[src/common/axi_bus_pkg.sv]
// AXI4 bus widths, burst and response codes
// Channel structs shared by the AW, W, B, AR and R paths
`default_nettype none

package axi_bus_pkg;

  localparam int ADDR_W = 32;
  localparam int DATA_W = 32;
  localparam int ID_W   = 4;
  localparam int STRB_W = 4;
  localparam int LEN_W  = 8;
  localparam int SIZE_W = 3;

  typedef logic [ADDR_W-1:0] addr_t;
  typedef logic [DATA_W-1:0] data_t;
  typedef logic [ID_W-1:0]   id_t;
  typedef logic [STRB_W-1:0] strb_t;
  typedef logic [LEN_W-1:0]  len_t;
  typedef logic [SIZE_W-1:0] size_t;

  // WRAP is listed so that every legal code decodes
  typedef enum logic [1:0] {
    BURST_FIXED = 2'b00,
    BURST_INCR  = 2'b01,
    BURST_WRAP  = 2'b10
  } burst_e;

  typedef enum logic [1:0] {
    RESP_OKAY   = 2'b00,
    RESP_SLVERR = 2'b10
  } resp_e;

  // ----------------------------
  // Channel payloads
  // ----------------------------
  // Shared by AW and AR
  typedef struct packed {
    id_t    id;
    addr_t  addr;
    len_t   len;
    size_t  size;
    burst_e burst;
  } ax_chan_t;

  typedef struct packed {
    data_t data;
    strb_t strb;
    logic  last;
  } w_chan_t;

  typedef struct packed {
    id_t   id;
    resp_e resp;
  } b_chan_t;

  typedef struct packed {
    id_t   id;
    data_t data;
    resp_e resp;
    logic  last;
  } r_chan_t;

endpackage

`default_nettype wire

[src/common/splitter_cfg_pkg.sv]
// Splitter depth constants and the beat-count queue types
`default_nettype none

package splitter_cfg_pkg;

  // Bursts outstanding per direction
  localparam int MAX_TXNS = 4;
  localparam int QIDX_W   = 2;

  typedef logic [QIDX_W-1:0] qidx_t;
  // Queue occupancy, one bit wider than the index to count a full queue
  typedef logic [QIDX_W:0]   occ_t;

  // Remaining beats of a burst, len + 1 needs one extra bit
  typedef logic [axi_bus_pkg::LEN_W:0] cnt_t;

endpackage

`default_nettype wire

[src/ax_split/burst_len_queue.sv]
// In-order circular queue of remaining beat counts
// Head entry counts down and pops when it reaches zero
`timescale 1ns/10ps
`default_nettype none

module burst_len_queue (
  input  wire  logic                   clk_i,
  input  wire  logic                   arst_n_i,
  input  wire  logic                   push_i,
  input  wire  splitter_cfg_pkg::cnt_t push_cnt_i,
  input  wire  logic                   dec_i,
  output logic                         full_o,
  output splitter_cfg_pkg::cnt_t       head_cnt_o,
  output logic                         head_valid_o
);

  splitter_cfg_pkg::cnt_t  mem_q [splitter_cfg_pkg::MAX_TXNS];
  splitter_cfg_pkg::qidx_t wr_ptr_q;
  splitter_cfg_pkg::qidx_t rd_ptr_q;
  splitter_cfg_pkg::occ_t  count_q;
  logic                    push_en;
  logic                    dec_en;
  logic                    pop;

  assign full_o       = (count_q == splitter_cfg_pkg::occ_t'(splitter_cfg_pkg::MAX_TXNS));
  assign head_valid_o = (count_q != '0);
  assign head_cnt_o   = mem_q[rd_ptr_q];

  assign push_en = push_i & ~full_o;
  assign dec_en  = dec_i & head_valid_o;
  // Last remaining beat leaves the queue in the same cycle
  assign pop     = dec_en & (head_cnt_o == splitter_cfg_pkg::cnt_t'(1));

  // ----------------------------
  // Pointers and occupancy
  // ----------------------------
  // MAX_TXNS is a power of two so the pointers wrap on their own
  always_ff @(posedge clk_i or negedge arst_n_i) begin
    if (!arst_n_i) begin
      wr_ptr_q <= '0;
      rd_ptr_q <= '0;
      count_q  <= '0;
    end else begin
      if (push_en) begin
        wr_ptr_q <= wr_ptr_q + 1'b1;
      end
      if (pop) begin
        rd_ptr_q <= rd_ptr_q + 1'b1;
      end
      case ({push_en, pop})
        2'b10:   count_q <= count_q + 1'b1;
        2'b01:   count_q <= count_q - 1'b1;
        default: count_q <= count_q;
      endcase
    end
  end

  // Push never targets the head while the queue holds entries
  always_ff @(posedge clk_i) begin
    if (push_en) begin
      mem_q[wr_ptr_q] <= push_cnt_i;
    end
    if (dec_en && !pop) begin
      mem_q[rd_ptr_q] <= head_cnt_o - 1'b1;
    end
  end

endmodule

`default_nettype wire

[src/ax_split/ax_split_chan.sv]
// Address-channel splitter: idle/busy FSM issuing single-beat requests
// and recording each burst's beat count in a queue
`timescale 1ns/10ps
`default_nettype none

module ax_split_chan (
  input  wire  logic                     clk_i,
  input  wire  logic                     arst_n_i,
  input  wire  axi_bus_pkg::ax_chan_t    up_ax_i,
  input  wire  logic                     up_valid_i,
  output logic                           up_ready_o,
  output axi_bus_pkg::ax_chan_t          dn_ax_o,
  output logic                           dn_valid_o,
  input  wire  logic                     dn_ready_i,
  input  wire  logic                     rsp_dec_i,
  output splitter_cfg_pkg::cnt_t         head_cnt_o,
  output logic                           head_valid_o
);

  typedef enum logic {ST_IDLE, ST_BUSY} state_e;

  state_e                 state_q, state_d;
  axi_bus_pkg::ax_chan_t  ax_q, ax_d;
  logic                   q_full;
  logic                   q_push;
  splitter_cfg_pkg::cnt_t push_cnt;

  // Advance to the following beat; FIXED keeps its address
  function automatic axi_bus_pkg::ax_chan_t next_beat(input axi_bus_pkg::ax_chan_t ax);
    axi_bus_pkg::ax_chan_t nxt;
    nxt     = ax;
    nxt.len = ax.len - 1'b1;
    if (ax.burst == axi_bus_pkg::BURST_INCR) begin
      nxt.addr = ax.addr + (axi_bus_pkg::addr_t'(1) << ax.size);
    end
    return nxt;
  endfunction

  assign push_cnt = splitter_cfg_pkg::cnt_t'(up_ax_i.len) + splitter_cfg_pkg::cnt_t'(1);

  burst_len_queue burst_len_queue_inst (
    .clk_i        (clk_i),
    .arst_n_i     (arst_n_i),
    .push_i       (q_push),
    .push_cnt_i   (push_cnt),
    .dec_i        (rsp_dec_i),
    .full_o       (q_full),
    .head_cnt_o   (head_cnt_o),
    .head_valid_o (head_valid_o)
  );

  always_comb begin
    state_d    = state_q;
    ax_d       = ax_q;
    q_push     = 1'b0;
    up_ready_o = 1'b0;
    dn_valid_o = 1'b0;
    dn_ax_o    = '0;
    case (state_q)
      ST_IDLE: begin
        if (up_valid_i && !q_full) begin
          dn_ax_o     = up_ax_i;
          dn_ax_o.len = '0;
          dn_valid_o  = 1'b1;
          if (up_ax_i.len == '0) begin
            // Single beat passes through once downstream takes it
            up_ready_o = dn_ready_i;
            q_push     = dn_ready_i;
          end else begin
            up_ready_o = 1'b1;
            q_push     = 1'b1;
            ax_d       = dn_ready_i ? next_beat(up_ax_i) : up_ax_i;
            state_d    = ST_BUSY;
          end
        end
      end
      ST_BUSY: begin
        dn_ax_o     = ax_q;
        dn_ax_o.len = '0;
        dn_valid_o  = 1'b1;
        if (dn_ready_i) begin
          if (ax_q.len == '0) begin
            state_d = ST_IDLE;
          end else begin
            ax_d = next_beat(ax_q);
          end
        end
      end
      default: state_d = ST_IDLE;
    endcase
  end

  always_ff @(posedge clk_i or negedge arst_n_i) begin
    if (!arst_n_i) begin
      state_q <= ST_IDLE;
    end else begin
      state_q <= state_d;
    end
  end

  always_ff @(posedge clk_i) begin
    ax_q <= ax_d;
  end

endmodule

`default_nettype wire

[src/logic/b_merge.sv]
// Write-response filter merging per-beat responses into one per burst
`timescale 1ns/10ps
`default_nettype none

module b_merge (
  input  wire  logic                   clk_i,
  input  wire  logic                   arst_n_i,
  input  wire  axi_bus_pkg::b_chan_t   dn_b_i,
  input  wire  logic                   dn_b_valid_i,
  output logic                         dn_b_ready_o,
  output axi_bus_pkg::b_chan_t         up_b_o,
  output logic                         up_b_valid_o,
  input  wire  logic                   up_b_ready_i,
  input  wire  splitter_cfg_pkg::cnt_t head_cnt_i,
  input  wire  logic                   head_valid_i,
  output logic                         dec_o
);

  typedef enum logic {ST_READY, ST_WAIT} state_e;

  state_e state_q, state_d;
  logic   err_q, err_d;
  logic   merged_err;

  // Sticky error of the head burst, including the beat on the bus
  assign merged_err = err_q | (dn_b_i.resp == axi_bus_pkg::RESP_SLVERR);

  always_comb begin
    state_d      = state_q;
    err_d        = err_q;
    dn_b_ready_o = 1'b0;
    up_b_valid_o = 1'b0;
    dec_o        = 1'b0;
    up_b_o       = dn_b_i;
    case (state_q)
      ST_READY: begin
        up_b_o.resp = merged_err ? axi_bus_pkg::RESP_SLVERR : axi_bus_pkg::RESP_OKAY;
        if (dn_b_valid_i && head_valid_i) begin
          dec_o = 1'b1;
          if (head_cnt_i == splitter_cfg_pkg::cnt_t'(1)) begin
            up_b_valid_o = 1'b1;
            if (up_b_ready_i) begin
              dn_b_ready_o = 1'b1;
              err_d        = 1'b0;
            end else begin
              // Keep the merged result while upstream stalls
              err_d   = merged_err;
              state_d = ST_WAIT;
            end
          end else begin
            // Intermediate beat is absorbed here
            dn_b_ready_o = 1'b1;
            err_d        = merged_err;
          end
        end
      end
      ST_WAIT: begin
        up_b_o.resp  = err_q ? axi_bus_pkg::RESP_SLVERR : axi_bus_pkg::RESP_OKAY;
        up_b_valid_o = 1'b1;
        if (up_b_ready_i) begin
          dn_b_ready_o = 1'b1;
          err_d        = 1'b0;
          state_d      = ST_READY;
        end
      end
      default: state_d = ST_READY;
    endcase
  end

  always_ff @(posedge clk_i or negedge arst_n_i) begin
    if (!arst_n_i) begin
      state_q <= ST_READY;
      err_q   <= 1'b0;
    end else begin
      state_q <= state_d;
      err_q   <= err_d;
    end
  end

endmodule

`default_nettype wire

[src/logic/r_last_gen.sv]
// Read-data stage rebuilding the last flag from the head beat count
`timescale 1ns/10ps
`default_nettype none

module r_last_gen (
  input  wire  logic                   clk_i,
  input  wire  logic                   arst_n_i,
  input  wire  axi_bus_pkg::r_chan_t   dn_r_i,
  input  wire  logic                   dn_r_valid_i,
  output logic                         dn_r_ready_o,
  output axi_bus_pkg::r_chan_t         up_r_o,
  output logic                         up_r_valid_o,
  input  wire  logic                   up_r_ready_i,
  input  wire  splitter_cfg_pkg::cnt_t head_cnt_i,
  input  wire  logic                   head_valid_i,
  output logic                         dec_o
);

  typedef enum logic {ST_FEED, ST_WAIT} state_e;

  state_e state_q, state_d;
  logic   last_q, last_d;

  always_comb begin
    state_d      = state_q;
    last_d       = last_q;
    dn_r_ready_o = 1'b0;
    up_r_valid_o = 1'b0;
    dec_o        = 1'b0;
    up_r_o       = dn_r_i;
    up_r_o.last  = 1'b0;
    case (state_q)
      ST_FEED: begin
        if (dn_r_valid_i && head_valid_i) begin
          last_d       = (head_cnt_i == splitter_cfg_pkg::cnt_t'(1));
          up_r_o.last  = last_d;
          up_r_valid_o = 1'b1;
          dec_o        = 1'b1;
          if (up_r_ready_i) begin
            dn_r_ready_o = 1'b1;
          end else begin
            state_d = ST_WAIT;
          end
        end
      end
      ST_WAIT: begin
        // Count already taken, beat stays on the downstream bus
        up_r_o.last  = last_q;
        up_r_valid_o = 1'b1;
        if (up_r_ready_i) begin
          dn_r_ready_o = 1'b1;
          state_d      = ST_FEED;
        end
      end
      default: state_d = ST_FEED;
    endcase
  end

  always_ff @(posedge clk_i or negedge arst_n_i) begin
    if (!arst_n_i) begin
      state_q <= ST_FEED;
      last_q  <= 1'b0;
    end else begin
      state_q <= state_d;
      last_q  <= last_d;
    end
  end

endmodule

`default_nettype wire

[src/logic/burst_splitter.sv]
// Burst splitter top: AW/AR splitters, write-response merge,
// read last rebuild and the write-data feedthrough
`timescale 1ns/10ps
`default_nettype none

module burst_splitter (
  input  wire  logic                 clk_i,
  input  wire  logic                 arst_n_i,
  // Upstream manager side
  input  wire  axi_bus_pkg::ax_chan_t s_aw_i,
  input  wire  logic                 s_aw_valid_i,
  output logic                       s_aw_ready_o,
  input  wire  axi_bus_pkg::w_chan_t s_w_i,
  input  wire  logic                 s_w_valid_i,
  output logic                       s_w_ready_o,
  output axi_bus_pkg::b_chan_t       s_b_o,
  output logic                       s_b_valid_o,
  input  wire  logic                 s_b_ready_i,
  input  wire  axi_bus_pkg::ax_chan_t s_ar_i,
  input  wire  logic                 s_ar_valid_i,
  output logic                       s_ar_ready_o,
  output axi_bus_pkg::r_chan_t       s_r_o,
  output logic                       s_r_valid_o,
  input  wire  logic                 s_r_ready_i,
  // Downstream subordinate side
  output axi_bus_pkg::ax_chan_t      m_aw_o,
  output logic                       m_aw_valid_o,
  input  wire  logic                 m_aw_ready_i,
  output axi_bus_pkg::w_chan_t       m_w_o,
  output logic                       m_w_valid_o,
  input  wire  logic                 m_w_ready_i,
  input  wire  axi_bus_pkg::b_chan_t m_b_i,
  input  wire  logic                 m_b_valid_i,
  output logic                       m_b_ready_o,
  output axi_bus_pkg::ax_chan_t      m_ar_o,
  output logic                       m_ar_valid_o,
  input  wire  logic                 m_ar_ready_i,
  input  wire  axi_bus_pkg::r_chan_t m_r_i,
  input  wire  logic                 m_r_valid_i,
  output logic                       m_r_ready_o
);

  splitter_cfg_pkg::cnt_t aw_head_cnt;
  logic                   aw_head_valid;
  logic                   aw_dec;
  splitter_cfg_pkg::cnt_t ar_head_cnt;
  logic                   ar_head_valid;
  logic                   ar_dec;

  // ----------------------------
  // Write path
  // ----------------------------
  ax_split_chan aw_split_inst (
    .clk_i        (clk_i),
    .arst_n_i     (arst_n_i),
    .up_ax_i      (s_aw_i),
    .up_valid_i   (s_aw_valid_i),
    .up_ready_o   (s_aw_ready_o),
    .dn_ax_o      (m_aw_o),
    .dn_valid_o   (m_aw_valid_o),
    .dn_ready_i   (m_aw_ready_i),
    .rsp_dec_i    (aw_dec),
    .head_cnt_o   (aw_head_cnt),
    .head_valid_o (aw_head_valid)
  );

  // Every downstream write is a single beat
  always_comb begin
    m_w_o      = s_w_i;
    m_w_o.last = 1'b1;
  end
  assign m_w_valid_o = s_w_valid_i;
  assign s_w_ready_o = m_w_ready_i;

  b_merge b_merge_inst (
    .clk_i        (clk_i),
    .arst_n_i     (arst_n_i),
    .dn_b_i       (m_b_i),
    .dn_b_valid_i (m_b_valid_i),
    .dn_b_ready_o (m_b_ready_o),
    .up_b_o       (s_b_o),
    .up_b_valid_o (s_b_valid_o),
    .up_b_ready_i (s_b_ready_i),
    .head_cnt_i   (aw_head_cnt),
    .head_valid_i (aw_head_valid),
    .dec_o        (aw_dec)
  );

  // ----------------------------
  // Read path
  // ----------------------------
  ax_split_chan ar_split_inst (
    .clk_i        (clk_i),
    .arst_n_i     (arst_n_i),
    .up_ax_i      (s_ar_i),
    .up_valid_i   (s_ar_valid_i),
    .up_ready_o   (s_ar_ready_o),
    .dn_ax_o      (m_ar_o),
    .dn_valid_o   (m_ar_valid_o),
    .dn_ready_i   (m_ar_ready_i),
    .rsp_dec_i    (ar_dec),
    .head_cnt_o   (ar_head_cnt),
    .head_valid_o (ar_head_valid)
  );

  r_last_gen r_last_gen_inst (
    .clk_i        (clk_i),
    .arst_n_i     (arst_n_i),
    .dn_r_i       (m_r_i),
    .dn_r_valid_i (m_r_valid_i),
    .dn_r_ready_o (m_r_ready_o),
    .up_r_o       (s_r_o),
    .up_r_valid_o (s_r_valid_o),
    .up_r_ready_i (s_r_ready_i),
    .head_cnt_i   (ar_head_cnt),
    .head_valid_i (ar_head_valid),
    .dec_o        (ar_dec)
  );

endmodule

`default_nettype wire

[config.mk]
export PLATFORM = sky130hd
export DESIGN_NAME = burst_splitter
export DESIGN_NICKNAME = d
export VERILOG_FILES = /design/src/common/axi_bus_pkg.sv /design/src/common/splitter_cfg_pkg.sv /design/src/ax_split/burst_len_queue.sv /design/src/ax_split/ax_split_chan.sv /design/src/logic/b_merge.sv /design/src/logic/r_last_gen.sv /design/src/logic/burst_splitter.sv
export SDC_FILE = /design/constraint.sdc
export NUM_CORES = 1
export LEC_CHECK = 0
export ABC_AREA = 1
export BUFFER_PORTS_ARGS = -buffer_cell sky130_fd_sc_hd__buf_2
export CAP_MARGIN = 5
export CORE_MARGIN = 4
export CORE_UTILIZATION = 25
export DETAILED_ROUTE_END_ITERATION = 6
export HOLD_SLACK_MARGIN = 0.02
export PLACE_DENSITY = 0.49
export RECOVER_POWER = 100
export REMOVE_ABC_BUFFERS = 1
export SYNTH_ARGS = -nofsm -noshare
export SYNTH_HDL_FRONTEND = slang
export SYNTH_SLANG_ARGS = --single-unit
export TNS_END_PERCENT = 20
[constraint.sdc]
create_clock -name clk_i -period 9.25 [get_ports clk_i]
set_clock_uncertainty 0.2 [all_clocks]
set_input_delay 1.3875 -clock clk_i [delete_from_list [all_inputs] [get_ports clk_i]]
set_output_delay 1.3875 -clock clk_i [all_outputs]
set_load 0.02 [all_outputs]
After elaboration in Yosys (flattened, before gate mapping)
Memories as Yosys holds them, arrays and structs flattened.
Cells that the tools add are included.
W data, S select, Z words.
- register bits: 118
- bits in latches: 0
- memory bits (writable): 72
- bits in read-only memories: 0
- word-level logic and storage cells: 194
- memories: 2
- add/sub/neg operators: 20
- multipliers: 0
- divide/modulo/power cells: 0
- $lt $le $gt $ge: 0
- equal/unequal tests: 25
- shift-type cells: 4
- mux-type cells: 82
- bitwise gates (word level): 13
- reductions and logical operators: 26
- memories (memory ; depth ; bits a word ; rd ports ; clocked after memory_dff ; write ports ; line ; source):
    ar_split_inst.burst_len_queue_inst.mem_q ; 4 ; 9 ; 1 ; 0 ; 2 ; burst_len_queue.sv:17 ; splitter_cfg_pkg::cnt_t mem_q [splitter_cfg_pkg::MAX_TXNS];
    aw_split_inst.burst_len_queue_inst.mem_q ; 4 ; 9 ; 1 ; 0 ; 2 ; burst_len_queue.sv:17 ;
- operators by type and width (cell ; count):
    $mux W49 ; 8
    $pmux W49 S2 ; 4
    $mux W45 ; 4
    $add A32 B32 Y32 ; 4
    $mux W32 ; 4
    $shl A1 B3 Y32 const A ; 4
    $mux W1 ; 45
    $logic_not A8 Y1 ; 4
    $sub A8 B1 Y8 const B ; 4
    $pmux W1 S2 ; 12
    $add A8 B1 Y9 const B ; 2
    $eq A9 B1 Y1 const B ; 2
    $ne A2 B2 Y1 const B ; 9
    $sub A9 B1 Y9 const B ; 2
    $eq A2 B1 Y1 const B ; 6
    $pmux W3 S2 ; 2
    $reduce_and A5 Y1 ; 2
    $add A2 B1 Y2 const B ; 4
    $reduce_and A4 Y1 ; 2
    $add A3 B1 Y3 const B ; 2
    $and A1 B1 Y1 ; 6
    $eq A2 B2 Y1 const B ; 3
    $eq A3 B3 Y1 const B ; 2
    $logic_and A1 B1 Y1 ; 6
    other kinds (11) ; 27

Depth between registers and ports, before layout
- word-level depth: 10
- mapped depth: 18
- mapped depth without buffers: 16

Modules after synthesis
From an unflattened synthesis, not the netlist that was laid out.
- cells, all modules: 2462
- area total of the unflattened synthesis: 17242.8 µm²
- modules (own cells, without submodules) (module ; times used ; cells an instance ; area each (µm²)):
    ax_split_chan (aw_split_inst) ; 1 ; 852 ; 5477.8
    ax_split_chan (ar_split_inst) ; 1 ; 839 ; 5398.9
    burst_len_queue (aw_split_inst.burst_len_queue_inst) ; 1 ; 317 ; 2708.8
    burst_len_queue (ar_split_inst.burst_len_queue_inst) ; 1 ; 317 ; 2703.8
    r_last_gen ; 1 ; 60 ; 419.2
    burst_splitter ; 1 ; 40 ; 296.5
    b_merge ; 1 ; 37 ; 237.7

Worst setup path before layout
OpenSTA, ideal clock, no wires.
- kind: input to register
- start: in s_ar_valid_i
- end: reg ar_split_inst.ax_q[13] in the netlist's numbering (enable)
- library setup time: 0.432 ns
- data arrival time: 4.161 ns
- data required time: 8.618 ns
- setup slack: 4.457 ns
- stages: 6
- path through: o21ai_1 -> nor2_4 -> clkinv_1 -> nor2_1 -> inv_1 -> a21oi_1
- word-level cells in the longest chain between the ends: 3
- ends and longest elaborated chain (item ; line ; source):
    start: declaration ; burst_splitter.sv:20 ; input wire logic s_ar_valid_i,
    $logic_and A1 B1 Y1 ; ax_split_chan.sv:61 ; if (up_valid_i && !q_full) begin
    $ne A2 B1 Y1 (no line) ; -- ;
    $reduce_and A5 Y1 (no line) ; -- ;
    end signal: assignment ; ax_split_chan.sv:102 ; ax_q <= ax_d;
    end: declaration ; ax_split_chan.sv:23 ; axi_bus_pkg::ax_chan_t ax_q, ax_d;
No other way between the ends.
A chain may end at the register's enable or synchronous reset.

Worst setup path in the final report
- start: reg ar_split_inst.state_q
- end: out s_ar_ready_o
- word-level cells in the longest chain between the ends: 1
- ends and longest elaborated chain (item ; line ; source):
    start: declaration ; ax_split_chan.sv:22 ; state_e state_q, state_d;
    start signal: assignment ; ax_split_chan.sv:97 ; state_q <= state_d;
    $mux W1 ; ax_split_chan.sv:59 ; case (state_q)
    end: declaration ; burst_splitter.sv:21 ; output logic s_ar_ready_o,
No other way between the ends.

==> reports/metrics.cfg <==
[hold_path]
holdCritPathClass=flop to flop
hold_end=ar_split_inst.burst_len_queue_inst.count_q[0]$_DFFE_PN0P_
min_delay_path_depth=1
hp-start=ar_split_inst.burst_len_queue_inst.count_q[0]$_DFFE_PN0P_

[timing]
setup_violations=0
tns_ns=0
rsz0062_at_grt=no
period_share=0.712
tightest_slew_ns=3.19
slew_violations=223
fmax_mhz=152
relSlewSlack=-1.12
period_needed_ns=6.58
finalHoldViolCount=0

[synthesis]
synth_top_area_frac=0.296
yosys.area_share.simple=0.371
synth_top_family_by_area=simple AND/OR/NAND/NOR gates
synth_flop_cell=edfxtp_1
synth_seq_cells=190
synth_fa_ha_area_frac=0.0520
synth.avg_cell_area_um2=6.72
synth_xor_area_frac=0.0219
ys_seq_area_frac=0.325
synth_largest_area_cell=edfxtp_1
yosys_warnings=0
async_flop_share=0.105
synth-edff-count=170
yosysMostFrequentCell=nand2_1
synth_compound_area_frac=0.0904
synthDistinctLibCells=48
yosys-top-cells-count=nand2_1 (883), inv_1 (326), nand3_1 (272)
syn_area_um2=17200
synthMuxAreaShare=0
synth_top_cells_by_area=edfxtp_1 (30%), nand2_1 (19%), nand3_1 (7.9%)
synth_cells=2565

[clock_network]
clk_pin_slew_ns=0.07
cts_made_buffers=17
cts_tree=yes
clkLatencyLatePin_ns=0.49
clockBufferDepth=2
clock-sinks=190
root_buffer=clkbuf_16
postCtsHoldBufs=0
post-cts-setup-buffers=0
cts-resized-gates=0
htree_levels=4

[place]
dpl.cell_count=3506
dpl.hpwl_mm=49.4
gp_congestion=0.884
numPortBuffers=201

[global_route]
grt_start_max_net_pins=69
grt_usage=0.170
overflow=0
grt_pass1_wl_mm=95.1
grt_antenna_before_repair=7
grt_pass1_vias=15600

[detailed_routing]
dr_wl_met3_mm=6.27
vias=16500
routedWlPerCell_um=17.9
drt_first_pass_iters=6
drc_errors=0
wirelength_mm=63.3
highest_layer=met5
vias_per_cell=4.65
wl_met1_mm=29.4
drt_iter0_markers=1327
drtAntennaViolNets=0
wl_met2_mm=26.4

[floorplan]
start_util=0.254
die_area_um2=73200
die_x_um=270
die_h_um=270
core_area_um2=67800
num_rows=95
io_pins=382

[final_layout]
nets=2912
final-seq-area_um2=5610
final_util=0.276
nFillCells=7662
drive_gt1_frac=0.0664
area_delta_synth_final_pct=8.44
multiInputGateArea_um2=9180
final_cells=3540

[setup_path]
rrSetupSlack_ns=2.88
crit_path_max_incr_delay_ns=2.19
start_kind=flop
rr_endpoint=ar_split_inst.ax_q[20]$_DFFE_PP_
crit_family=buffers and inverters
worst-r2r-cell-count=9
crit_type=flop to primary output
path_buf_inv=4
worstSetupEndpointType=primary output
cp_cell_sequence=clkbuf_1 > nor2_1 > clkinv_1 > buf_4 > a21oi_1 > clkbuf_1
cp_slowest_cell=clkbuf_1
arrival_ns=4.99
rr_startpoint=ar_split_inst.state_q$_DFF_PN0_
path_common_cell=clkbuf_1
crit_fanout=66
worstPathRequired_ns=7.66

[power]
power.density_nw_per_um2=213
ir_worst_vdd_uv=140
leakage_nw=8.77

[job]
cap_viol_max_count=5

[status]
status=complete, but fails checks
violations=max-capacitance violations, max-slew violations

-- cell families after synthesis --
group,count (synthesis)
buffers and inverters,497
flip-flops,190
AO/OA/AOI/OAI,274
other,2
AND/OR/NAND/NOR,1491
adder cells (fa/ha/maj),68
XOR/XNOR,43
-- stage by stage --
step	total power [mW]	instance area, um^2	hold WS, ns	worst slack, ns
CTS	4.08	19000	0.299	3.75
global placement	3.28	18400	0.269	3.73
finish	3.98	18700	0.295	2.67
floorplan	2.63	16200	0.250	4.06
detailed placement	3.29	18400	0.282	3.70
global route	4.31	18700	0.315	2.19
-- cells in the final DEF (no fill, tap or decap), types with 3 or more instances in the layout --
master	netlist	layout
or2_2	3	3
clkbuf_16	0	17
xor2_1	36	36
o21ai_0	93	120
inv_1	326	329
buf_4	99	6
nand2_1	883	884
nor4_1	4	4
clkinvlp_4	0	3
nor2_1	182	184
nand4_1	38	38
nand2_2	11	11
inv_2	5	3
inv_8	0	6
a21oi_1	58	57
a22o_1	17	17
o21ai_1	36	10
conb_1	2	18
edfxtp_1	170	170
xnor2_1	7	7
clkbuf_1	30	103
nor3_1	66	66
nand3_1	272	280
dfrtp_1	20	18
o22ai_1	45	45
fa_1	6	6
nand2_4	5	4
clkinv_1	4	5
buf_2	10	104
nand3b_1	3	3
o21bai_1	7	7
nand3_2	5	5
ha_1	62	62
a31oi_1	7	7
nor2_2	4	3
-- worst max path at each step --
| stage | from | to | cells past startpoint |
|---|---|---|---|
| after floorplan | ar_split_inst.state_q$_DFF_PN0_ | m_ar_o[1] | 2 |
| after CTS | s_aw_valid_i | m_aw_o[22] | 6 |
| final | ar_split_inst.state_q$_DFF_PN0_ | s_ar_ready_o | 6 |
| after global placement | s_aw_valid_i | m_aw_o[22] | 6 |
| after detailed placement | s_aw_valid_i | m_aw_o[22] | 6 |
| after global routing | ar_split_inst.state_q$_DFF_PN0_ | s_ar_ready_o | 6 |
-- where the power goes --
group / switching (mW) / internal (mW) / total, mW
logic: 1.33 / 0.530 / 1.86
clock network: 0.389 / 0.381 / 0.770
registers: 0.122 / 1.22 / 1.35
total: 1.85 / 2.13 / 3.98
-- state kept, by name (all words and copies together) (netlist names), 3 cells and up --
register,flops
ar_split_inst.burst_len_queue_inst.mem_q,36
aw_split_inst.burst_len_queue_inst.count_q,3
aw_split_inst.burst_len_queue_inst.mem_q,36
aw_split_inst.ax_q,49
ar_split_inst.burst_len_queue_inst.count_q,3
ar_split_inst.ax_q,49
-- metal layers --
layer  vias to the layer above  GRT usage
li1                       8432          -
met1                      7445      0.229
met2                       520      0.250
met3                        52     0.0717
met4                        18     0.0378
met5                         -     0.0414
-- area by class of cell --
| cell class | count | area share |
|---|---|---|
| Antenna cell | 2 | 0.000268 |
| Clock buffer | 17 | 0.0228 |
| Clock inverter | 15 | 0.00804 |
| Inverter | 336 | 0.0677 |
| Multi-Input combinational cell | 1894 | 0.492 |
| Sequential cell | 190 | 0.300 |
| Tap cell | 873 | 0.0585 |
| Timing Repair Buffer | 213 | 0.0510 |
-- worst reg2reg max path, cell delays in order, from the launching register on --
cell and delay [ns]:
dfrtp_2 0.39, clkbuf_1 1.14, nor2_1 1.20, clkinv_1 0.15, buf_4 0.29, nor2_1 0.13, clkbuf_1 0.61, inv_1 0.22
a21oi_4 0.18, clkbuf_1 1.43
Note: power is estimated with default switching activity, not from simulation.
